--- config.mk ---
export PLATFORM = sky130hd
export DESIGN_NAME = kicker_vtimer
export DESIGN_NICKNAME = d
export VERILOG_FILES = /design/src/source/kicker_pkg.sv /design/src/source/kicker_vtimer.sv
export VERILOG_INCLUDE_DIRS = /design/src /design/src/source
export SDC_FILE = /design/constraint.sdc
export NUM_CORES = 1
export LEC_CHECK = 0
export BUFFER_PORTS_ARGS = -buffer_cell sky130_fd_sc_hd__buf_2
export CAP_MARGIN = 5
export CORE_MARGIN = 4
export CORE_UTILIZATION = 48
export CTS_CLUSTER_DIAMETER = 200
export DETAILED_ROUTE_END_ITERATION = 7
export PLACE_DENSITY = 0.83
export SLEW_MARGIN = 25
export SYNTH_ARGS = -nofsm -noshare
export SYNTH_HDL_FRONTEND = slang
export SYNTH_SLANG_ARGS = --single-unit
--- constraint.sdc ---
create_clock -name clk -period 2.35 [get_ports clk]
set_input_delay 0 -clock clk [delete_from_list [all_inputs] [get_ports clk]]
set_output_delay 0 -clock clk [all_outputs]
set_load 0.01 [all_outputs]
--- src/source/kicker_consts.svh ---
// kicker video constants
`default_nettype none

`ifndef KICKER_CONSTS_SVH
`define KICKER_CONSTS_SVH

// horizontal count, 384 dots per line
`define KICKER_HCNT_END   9'd383
// last visible dot of a line
`define KICKER_HB_START   9'd255
// vertical count, 264 lines per frame
`define KICKER_VCNT_END   9'd263
// vertical blank covers 236..263 and 0..18
`define KICKER_VB_START   9'd236
`define KICKER_VB_END     9'd19

// video RAM map, 8-bit words
`define KICKER_MAP_BASE   11'h000
`define KICKER_PAT_BASE   11'h400
`define KICKER_VRAM_WORDS 11'd1152

// lag of the delayed blanking copies, in pixel enables
`define KICKER_HB_DLY     2

`endif

`default_nettype wire
--- src/source/kicker_pkg.sv ---
// kicker video types
`default_nettype none

package kicker_pkg;

    // beam position
    typedef struct packed {
        logic [8:0] h;
        logic [8:0] v;
    } video_pos_t;

    // one video RAM request
    typedef struct packed {
        logic [10:0] addr;
        logic        we;
        logic [7:0]  wdata;
    } vram_req_t;

    // tile map word
    typedef struct packed {
        logic [3:0] color;
        logic [3:0] code;
    } tile_attr_t;

    typedef enum logic [1:0] {
        FETCH_IDLE,
        FETCH_MAP,
        FETCH_PAT
    } fetch_state_t;

    typedef enum logic {
        APB_IDLE,
        APB_WAIT
    } apb_state_t;

endpackage

`default_nettype wire

--- src/source/kicker_vtimer.sv ---
// video beam timer
`timescale 1ns/10ps
`include "kicker_consts.svh"
`default_nettype none

module kicker_vtimer (
    input  logic                   clk,
    input  logic                   rst_n,
    input  logic                   pxl_cen,
    output kicker_pkg::video_pos_t pos,
    output logic                   lhbl,
    output logic                   lvbl,
    output logic                   lhbl_dly,
    output logic                   lvbl_dly,
    output logic                   v16
);

    logic [8:0]                h_nxt;
    logic [8:0]                v_nxt;
    logic [`KICKER_HB_DLY-1:0] lhbl_sr;
    logic [`KICKER_HB_DLY-1:0] lvbl_sr;

    // next beam position
    // v only moves when h wraps
    always_comb begin
        h_nxt = pos.h + 9'd1;
        v_nxt = pos.v;
        if (pos.h == `KICKER_HCNT_END) begin
            h_nxt = 9'd0;
            v_nxt = (pos.v == `KICKER_VCNT_END) ? 9'd0 : pos.v + 9'd1;
        end
    end

    // counters and blanking flags
    // flags are decoded from the next count so they stay aligned with pos
    always_ff @(posedge clk) begin
        if (!rst_n) begin
            pos  <= '0;
            lhbl <= 1'b1;
            lvbl <= 1'b1;
        end else if (pxl_cen) begin
            pos.h <= h_nxt;
            pos.v <= v_nxt;
            lhbl  <= (h_nxt <= `KICKER_HB_START);
            // active lines 19..235
            lvbl  <= (v_nxt >= `KICKER_VB_END) && (v_nxt < `KICKER_VB_START);
        end
    end

    // delayed blanking copies, shifted on the pixel enable
    always_ff @(posedge clk) begin
        if (!rst_n) begin
            lhbl_sr <= '1;
            lvbl_sr <= '1;
        end else if (pxl_cen) begin
            lhbl_sr <= {lhbl_sr[`KICKER_HB_DLY-2:0], lhbl};
            lvbl_sr <= {lvbl_sr[`KICKER_HB_DLY-2:0], lvbl};
        end
    end

    assign lhbl_dly = lhbl_sr[`KICKER_HB_DLY-1];
    assign lvbl_dly = lvbl_sr[`KICKER_HB_DLY-1];

    // 16-line strobe
    assign v16 = pos.v[4];

endmodule

`default_nettype wire

-- Word-level counts from Yosys, hierarchy flattened
Index checks and enable logic that the tools add are counted.
- bits of input ports: 3
- flip-flop bits (word level): 24
- word-level logic and storage cells: 17
- output and inout port bits: 23
- reduce and logical (&&, ||, !) cells: 1
- add/sub/neg operators: 2
- equal/unequal tests: 2
- $lt $le $gt $ge: 3
- mux-type cells: 3
- operators by type and width (operator ; number):
    $mux W9 ; 3
    $add A9 B1 Y9 const B ; 2
    $eq A9 B9 Y1 const B ; 2
    $ge A9 B5 Y1 const B ; 1
    $le A9 B8 Y1 const B ; 1
    $lt A9 B8 Y1 const B ; 1
    $logic_and A1 B1 Y1 ; 1

-- Longest topological paths before layout
Gate-level depths: netlist of the first run.
- depth in word-level cells: 5
- mapped depth: 8
- depth with buffers taken out: 8

-- Worst setup path after synthesis of the first run
OpenSTA, ideal clock, no wires.
- kind: register to register
- start point: reg pos[10] (netlist bit)
- end point: reg lvbl
- data arrival time: 2262 ps
- setup slack: -28 ps
- cell stages (with the launch flop): 8
- library setup time: 116 ps
- data required time: 2234 ps
- path buffers: 0
- period minus slack after synthesis: 2378 ps
- cell sequence: dfxtp_1 -> ha_1 -> nand3_1 -> nor3_1 -> nand3_1 -> xnor2_1 -> or4_1 -> a31o_1
- cells in the longest elaborated chain, start to end: 4
- elaborated cells on any way between the ends: 5
- classes of those cells: order compare: 2; eq/ne: 1; mux: 1; reduce/logical: 1
- RTL lines (item ; RTL line ; RTL):
    from (decl) ; kicker_vtimer.sv:10 ; output kicker_pkg::video_pos_t pos,
    $eq A9 B9 Y1 (no source line) (*) ; n/a ;
    $mux W9 (*) ; kicker_vtimer.sv:28 ; if (pos.h == `KICKER_HCNT_END) begin
    $ge A9 B5 Y1 (no source line) / $lt A9 B8 Y1 (equally long branches) ; n/a ;
    $logic_and A1 B1 Y1 (*) ; kicker_vtimer.sv:46 ; lvbl <= (v_nxt >= `KICKER_VB_END) && (v_nxt < `KICKER_VB_START);
    to (signal assigned) ; kicker_vtimer.sv:46 ;
    to (decl) ; kicker_vtimer.sv:12 ; output logic lvbl,
Mark *: on every way between the ends. The rest lies on a longest branch, timed or not.
A chain may end at the register's enable or synchronous reset.

-- Worst setup path after layout of the first run
- start point: reg pos[9] (netlist bit)
- end point: reg lvbl
Same word-level chain as after synthesis.

==> flow_summary.json, run 1 <==
{
  "status": "completed",
  "n_fill_cell": 232,
  "fmax_mhz": 444.6,
  "relSlewSlack_pct": 73.42,
  "gp_congestion": 0.9332,
  "internal_power_mw": 0.6144,
  "numClockSinks": 24,
  "clk_pin_slew_ps": 120,
  "reg2regPathDepth": 7,
  "wirelength_um": 3282,
  "diodes": 0,
  "finalCriticalPeriod_ps": 2249,
  "grt_pass1_wl_um": 5085,
  "clock_path_buffers": 2,
  "first_pass_iters": 4,
  "rrSetupSlack_ps": 100,
  "synthesis.nets": 162,
  "r2r-start": "pos[9]",
  "fp.dieW_um": 60.62,
  "synth_cell_types": 37,
  "dp.final_hpwl_um": 2237,
  "place_area_mm2": 0.001539,
  "cts_max_level": 1,
  "syn_area_mm2": 0.001329,
  "grt_pass1_vias": 1152,
  "synthCells": 156,
  "pwr-share-comb_pct": 8.0,
  "fin_ws_ps": 100.9,
  "required_ps": 2580,
  "holdPathEnd": "lhbl_sr[1]",
  "finalHoldViolations": 0,
  "hold_class": "in -> reg",
  "port_buffers": 25,
  "postRouteAntennaNets": 0,
  "clkLatencyLatePin_ps": 320,
  "start_util_pct": 51.75,
  "synth_top_area_share_pct": 36.16,
  "post-place-cells": 214,
  "ys_ff_latch": 24,
  "timing.final.crit_share_pct": 95.71,
  "grt_max_degree": 27,
  "cts_tree": "built",
  "peakVddDrop_uv": 623.8,
  "vias": 1300,
  "syn_to_final_growth_pct": 24.01,
  "p_seq_share_pct": 54.4,
  "rows": 18,
  "avgSynthCellArea_um2": 8.518,
  "dp_slack_ps": 30.97,
  "fin_nets": 197,
  "maxCapViolations": 0,
  "io_pins": 26,
  "cellLeakagePower_nw": 0.7095,
  "cts_buffers": 3,
  "worst_setup_path_start_kind": "flip-flop",
  "worstSetupPathType": "reg -> reg",
  "yosysWarnings": 0,
  "cp_max_fo": 4,
  "clockPowerShare_pct": 37.7,
  "tns_ps": 0,
  "p_sw_share_pct": 21.36,
  "setup_viol": 0,
  "synthTopCellsByArea": "dfxtp_1, mux2i_1, xnor2_1",
  "cts_root_buffer": "clkbuf_4",
  "slew_violations": 0,
  "p_sw_mw": 0.1669,
  "power_density_mw_per_mm2": 474.1,
  "antenna_found_initial": 0,
  "yosysTopAreaCell": "dfxtp_1",
  "min_path_cells": 2,
  "overflow": 0,
  "endpoint_kind": "flip-flop",
  "hp-start": "rst_n",
  "coreArea_mm2": 0.002567,
  "grt_usage_pct": 18.15,
  "r2r_end": "lvbl",
  "final_area_mm2": 0.001648,
  "worst_pin_slew_ps": 398.7,
  "wl_per_cell_um": 14.92,
  "skew_ps": 2.051,
  "layout-drive-gt1-share_pct": 30.53,
  "instances_no_fill": 220,
  "drc": 0,
  "drt_iter0_drc": 43,
  "die_y_um": 60.62,
  "viasPerCell": 5.909,
  "rsz0062_at_grt": "no",
  "die_area_mm2": 0.003674,
  "cp_data_arrival_time_ps": 2480,
  "yosysSeqAreaShare_pct": 36.16
}
==> what timing repair did <==
item / CTS / global route
endpoints found under the setup margin: 0 / 1
buffers inserted: 0 / 2
resized for setup: 0 / 9
hold buffers: 0 / 0
==> cells in the mapped netlist, drive strengths merged <==
| library cell | number |
|---|---|
| nor3 | 7 |
| o211a | 2 |
| o221ai | 1 |
| xor2 | 3 |
| or3 | 2 |
| o31ai | 1 |
| nand4 | 7 |
| a41oi | 2 |
| o21ai | 12 |
| and3 | 1 |
| a31oi | 2 |
| buf | 5 |
| or4b | 1 |
| mux2i | 7 |
| a21oi | 3 |
| nor4b | 1 |
| ha | 3 |
| nand2 | 16 |
| and4 | 2 |
| nor2b | 3 |
| clkbuf | 5 |
| nand4b | 3 |
| a21o | 1 |
| or4 | 1 |
| nor2 | 9 |
| inv | 4 |
| a21boi | 3 |
| dfxtp | 24 |
| nand3 | 10 |
| xnor2 | 7 |
| and2 | 7 |
| a31o | 1 |
==> layout make-up <==
type                       count  area [um^2]  area share [%]
timing repair buffer          40        237.7           14.43
multi-input combinational    118        820.8           49.81
tap                           30        37.54           2.278
sequential                    24        484.2           29.38
inverter                       4        15.01          0.9112
clock buffer                   3        22.52           1.367
clock inverter                 1        30.03           1.822
==> routing by layer <==
metal | up-vias | GRT usage, % | part of all wire, %
met5 | - | 0 | 0
met4 | 0 | 5.882 | 2.4
met3 | 14 | 4.468 | 6.3
met2 | 54 | 30.08 | 46
met1 | 602 | 23.18 | 45
li1 | 630 | - | -
==> worst max path at each step <==
stage               startpoint  endpoint  slack [ps]  cells after the start
global placement        pos[9]      lvbl         180                      7
finish                  pos[9]      lvbl         100                      7
detailed placement      pos[9]      lvbl          30                      7
global route            pos[9]      lvbl          20                      7
floorplan              pos[10]      lvbl          40                      7
CTS                     pos[9]      lvbl           5                      7
==> sequential cells by signal, summed over array words and instances (netlist names) <==
signal	cells
lvbl	1
lhbl_sr	2
lvbl_sr	2
lhbl	1
pos	18
==> worst max-delay path, cell delays in order (launching register included) <==
cell      delay, ps
dfxtp_2         380
ha_4            150
nand4b_1        230
nor3_1          360
and3_2          240
xor2_1           90
or4_1           490
a31o_1          220
==> logic make-up after synthesis <==
group                    Yosys count  share of synthesized area (%)
flip-flops                        24                          36.16
AND/OR/NAND/NOR                   70                          30.32
AO/OA/AOI/OAI                     28                          13.56
multiplexers                       7                          5.273
XOR/XNOR                          10                          6.592
adder cells (fa/ha/maj)            3                          2.825
buffers and inverters             14                          5.273
==> power by group through the flow <==
stage | sequential [mW] | combinational [mW] | clock, mW
finish | 0.425 | 0.0624 | 0.294
global route | 0.426 | 0.0681 | 0.324
CTS | 0.422 | 0.0606 | 0.302
detailed placement | 0.431 | 0.0602 | 0
global placement | 0.431 | 0.0583 | 0
floorplan | 0.435 | 0.0334 | 0
==> layout by cell type (no fill, tap or decap), types with 4 or more instances in the layout <==
cell,instances
buf_2,25
dfxtp_1,21
nand2_1,16
buf_4,15
o21ai_0,12
nand3_1,10
nor2_1,9
xnor2_1,7
and2_1,7
nand4_1,6
mux2i_1,6
nor3_1,5
inv_1,4
==> per-stage QoR <==
step | hold WS (ps) | total power, mW | util, %
after floorplan | 138.3 | 0.4688 | -
after global placement | 351.5 | 0.4890 | 59.94
after detailed placement | 356.0 | 0.4914 | 59.94
after CTS | 18.59 | 0.7848 | 61.99
after global routing | 28.85 | 0.8182 | 64.18
final | 35.37 | 0.7813 | 64.18
No activity file was read; power rests on OpenSTA's default activity.
==> run 2: changes to the inputs <==
- HOLD_SLACK_MARGIN: unset -> 0.08
==> run 2 against run 1 <==
Compared with the run above: die area did not move; critical path type unchanged; global-route usage barely moved; power rose by 0.25%; sequential power barely moved; final area rose by 0.61%; clock skew rose by 0.66 ps; wire length rose by 0.12%; final cell count rose by 0.45%; largest cell class unchanged; clock power barely moved.
==> flow_summary.json, run 2 (synthesis gave the netlist of run 1 again) <==
{
  "cts_tree": "built",
  "fin_ws_ps": 81.67,
  "n_fill_cell": 229,
  "maxCapViolations": 0,
  "setup_viol": 0,
  "grt_pass1_vias": 1155,
  "timing.final.crit_share_pct": 96.52,
  "fmax_mhz": 440.9,
  "die_y_um": 60.62,
  "diodes": 0,
  "regMostFlops": "pos",
  "dp.final_hpwl_um": 2237,
  "layout_common_cells": "buf_2, dfxtp_1, nand2_1, buf_4, o21ai_0",
  "hp-start": "pxl_cen",
  "wl_per_cell_um": 14.87,
  "clk_pin_slew_ps": 130,
  "drt_iter0_drc": 49,
  "worst_setup_path_start_kind": "flip-flop",
  "r2r_end": "lvbl",
  "reg2regPathDepth": 7,
  "io_pins": 26,
  "worstSetupPathType": "reg -> reg",
  "cts_buffers": 3,
  "path_delay_family": "simple AND/OR/NAND/NOR gates",
  "min_path_cells": 4,
  "largest_register_ffs": 18,
  "relSlewSlack_pct": 73.51,
  "die_area_mm2": 0.003674,
  "vias": 1278,
  "cp_data_arrival_time_ps": 2500,
  "endpoint_kind": "flip-flop",
  "grt_max_degree": 27,
  "grt_usage_pct": 18.20,
  "holdPathEnd": "pos[16]",
  "finalCriticalPeriod_ps": 2268,
  "dp_slack_ps": 30.97,
  "r2r-start": "pos[9]",
  "peakVddDrop_uv": 623.7,
  "syn_to_final_growth_pct": 24.76,
  "clkLatencyLatePin_ps": 320,
  "cpPeakStageDelay_ps": 490,
  "cp_slowest_cell": "or4_1",
  "tns_ps": 0,
  "mostFrequentLayoutCell": "buf_2",
  "gp_congestion": 0.9332,
  "overflow": 0,
  "cellLeakagePower_nw": 0.7137,
  "required_ps": 2580,
  "rsz0062_at_grt": "no",
  "numClockSinks": 24,
  "cts_max_level": 1,
  "fin_nets": 198,
  "critPathBufInv": 0,
  "coreArea_mm2": 0.002567,
  "finalHoldViolations": 0,
  "seqCellArea_um2": 484.2,
  "postRouteAntennaNets": 0,
  "fp.dieW_um": 60.62,
  "slew_violations": 0,
  "drc": 0,
  "cts_root_buffer": "clkbuf_4",
  "rrSetupSlack_ps": 80,
  "cp_max_fo": 4,
  "multi_input_area_um2": 820.8,
  "viasPerCell": 5.783,
  "clock_path_buffers": 2,
  "path_cells": "ha_4, nand4b_1, nor3_1, and3_2, xor2_1, or4_1, a31o_1",
  "power_density_mw_per_mm2": 472.4,
  "layout-drive-gt1-share_pct": 30.37,
  "skew_ps": 2.710,
  "antenna_found_initial": 0,
  "reg_top3": "pos x18, lhbl_sr x2, lvbl_sr x2",
  "start_util_pct": 51.75,
  "hold_class": "in -> reg",
  "status": "completed",
  "rows": 18,
  "grt_pass1_wl_um": 5099,
  "first_pass_iters": 4,
  "wirelength_um": 3286,
  "port_buffers": 25,
  "worst_pin_slew_ps": 397.4
}
==> run 2: final cells by class <==
| type | instances | area share, % |
|---|---|---|
| Clock buffer | 3 | 1.358 |
| Clock inverter | 1 | 1.811 |
| Inverter | 4 | 0.9057 |
| Multi-Input combinational cell | 118 | 49.51 |
| Sequential cell | 24 | 29.21 |
| Tap cell | 30 | 2.264 |
| Timing Repair Buffer | 41 | 14.94 |
==> run 2: power by group <==
| group | switching (mW) | total (mW) | internal, mW | leakage (nW) |
|---|---|---|---|---|
| Combinational | 0.0362 | 0.0637 | 0.0276 | 0.490 |
| Clock | 0.122 | 0.295 | 0.173 | 0.0279 |
| Sequential | 0.00934 | 0.425 | 0.415 | 0.196 |
==> run 2: worst max-delay path by stage <==
stage / cells after the start / end / slack, ps / from
5_1_grt: 7 / lvbl / 20 / pos[9]
3_3_place_gp: 7 / lvbl / 180 / pos[9]
6_report: 7 / lvbl / 80 / pos[9]
2_1_floorplan: 7 / lvbl / 40 / pos[10]
4_1_cts: 7 / lvbl / 5 / pos[9]
3_5_place_dp: 7 / lvbl / 30 / pos[9]
==> run 2: timing repair <==
item                       CTS  global route
hold buffers                 1             0
setup endpoints to repair    0             1
hold endpoints to repair     6             0
setup buffers                0             2
resized for setup            0             9
==> run 2: through the flow <==
stage | area (um^2) | hold WS [ps] | util, % | instances | power (mW)
5_1_grt | 1658 | 148.7 | 64.57 | 221 | 0.8197
2_1_floorplan | 1334 | 138.3 | - | 156 | 0.4688
6_report | 1658 | 168.2 | 64.57 | 221 | 0.7832
3_3_place_gp | 1539 | 351.5 | 59.94 | 214 | 0.4890
4_1_cts | 1602 | 153.7 | 62.38 | 219 | 0.7860
3_5_place_dp | 1539 | 356.0 | 59.94 | 214 | 0.4914
==> run 2: tightest hold or removal path, stage by stage <==
cell and delay (ps):
buf_2 120, nand4_1 130, or4b_2 140, a21boi_0 70
==> run 2: per-layer routing <==
layer  share of wire (%)  GRT usage (%)
met5                   0              0
met4                 1.6          5.882
met3                 4.9          4.468
met2                  47          30.08
met1                  46          23.31
==> run 3: changes to the inputs <==
- PLACE_DENSITY: 0.83 -> unset
- PLACE_DENSITY_LB_ADDON: unset -> 0.15
==> run 3 against run 2 <==
Compared with the run above: global-route usage is 0.27 points higher; worst hold slack worse by 17 ps; register-to-register slack better by 60 ps; die area stayed put; utilization is 1.5 points lower; sequential cell count stayed put; combinational power is 0.9% lower; final cell count is 0.45% lower; fmax is 2.9% higher; clock skew is 4.6 ps higher; non-clock buffer count is 1 lower; critical path type unchanged; critical endpoint unchanged.
==> flow_summary.json, run 3 (synthesis gave the netlist of run 1 again) <==
{
  "cts_max_level": 1,
  "post-place-cells": 214,
  "dp_slack_ps": 87.36,
  "fin_nets": 197,
  "clk_pin_slew_ps": 140,
  "place_area_mm2": 0.001539,
  "cts_root_buffer": "clkbuf_4",
  "hold_class": "in -> reg",
  "r2r-start": "pos[9]",
  "fp.dieW_um": 60.62,
  "timing.final.crit_share_pct": 93.82,
  "syn_to_final_growth_pct": 21.85,
  "path_delay_family": "simple AND/OR/NAND/NOR gates",
  "grt_max_degree": 28,
  "final_area_mm2": 0.001619,
  "numClockSinks": 24,
  "worstSetupStartpoint": "pos[9]",
  "diodes": 0,
  "layout-drive-gt1-share_pct": 28.42,
  "tns_ps": 0,
  "io_pins": 26,
  "die_area_mm2": 0.003674,
  "cpPeakStageDelay_ps": 470,
  "clock_path_buffers": 2,
  "cp_data_arrival_time_ps": 2440,
  "grt_pass1_vias": 1173,
  "critPathBufInv": 0,
  "fin_ws_ps": 145.1,
  "die_y_um": 60.62,
  "reg_top3": "pos x18, lhbl_sr x2, lvbl_sr x2",
  "clkLatencyLatePin_ps": 330,
  "drc": 0,
  "worst_setup_path_start_kind": "flip-flop",
  "overflow": 0,
  "holdWs_ps": 151.0,
  "port_buffers": 25,
  "gp_congestion": 0.9241,
  "path_cells": "ha_2, nand4b_1, nor3_1, and3_2, xor2_1, or4_1, a31o_1",
  "cp_max_fo": 5,
  "start_util_pct": 51.75,
  "largest_register_ffs": 18,
  "regMostFlops": "pos",
  "postRouteAntennaNets": 0,
  "maxCapViolations": 0,
  "cellLeakagePower_nw": 0.6975,
  "antenna_found_initial": 0,
  "finalHoldViolations": 0,
  "fmax_mhz": 453.5,
  "vias": 1215,
  "peakVddDrop_uv": 395.8,
  "endpoint_kind": "flip-flop",
  "grt_pass1_wl_um": 5175,
  "required_ps": 2590,
  "dp.final_hpwl_um": 2144,
  "grt_usage_pct": 18.46,
  "instances_no_fill": 220,
  "cp_slowest_cell": "or4_1",
  "worstSetupPathType": "reg -> reg",
  "power_density_mw_per_mm2": 489.2,
  "relSlewSlack_pct": 66.88,
  "status": "completed",
  "cts_tree": "built",
  "slew_violations": 0,
  "hp-start": "pxl_cen",
  "worst_pin_slew_ps": 496.8,
  "skew_ps": 7.264,
  "wirelength_um": 3009,
  "layout_common_cells": "buf_2, dfxtp_1, nand2_1, buf_4, o21ai_0",
  "coreArea_mm2": 0.002567,
  "first_pass_iters": 4,
  "viasPerCell": 5.523,
  "cts_buffers": 3,
  "mostFrequentLayoutCell": "buf_2",
  "drt_iter0_drc": 41,
  "wl_per_cell_um": 13.68,
  "rows": 18,
  "setup_viol": 0,
  "finalCriticalPeriod_ps": 2205
}
run 3: worst paths after layout:
kind | to | slack [ps] | depth (start not counted)
worst max-delay path | lvbl | 150 | 7
worst max register to register | lvbl | 150 | 7
worst min-delay path | pos[12] | 150 | 2
worst min register to register | lhbl_sr[0] | 490 | 2
run 3: metrics by stage:
stage / util (%) / total power, mW
6_report: 63.06 / 0.7920
5_1_grt: 63.06 / 0.8295
2_1_floorplan: - / 0.4688
4_1_cts: 62.38 / 0.7958
3_3_place_gp: 59.94 / 0.4901
3_5_place_dp: 59.94 / 0.4917
run 3: final cells by class:
| cell class | instances | area [um^2] |
|---|---|---|
| fillers | 233 | 948.4 |
| clock buffers | 3 | 22.52 |
| multi-input cells | 118 | 790.8 |
| inverters | 4 | 15.01 |
| flip-flops and latches | 24 | 483.0 |
| repair buffers | 40 | 240.2 |
| clock inverters | 1 | 30.03 |
| well taps | 30 | 37.54 |
run 3: timing repair:
item,4_1_cts,5_1_grt
hold buffers,1,0
setup endpoints to repair,0,1
setup buffers,0,1
hold endpoints to repair,6,0
gates resized for setup,0,4
run 3: metal layers:
metal	share of wire (%)	wire length [um]	GRT usage (%)	vias to the layer above
li1	-	-	-	626
met1	51	1546	25.10	560
met2	43	1300	28.70	24
met3	3.8	114	3.191	5
met4	1.6	47	8.050	0
met5	0	0	0	-
run 3: report_power, final:
| part | internal (mW) | switching [mW] | total [mW] |
|---|---|---|---|
| logic | 0.0281 | 0.0350 | 0.0631 |
| clock network | 0.173 | 0.134 | 0.307 |
| registers | 0.415 | 0.00746 | 0.422 |
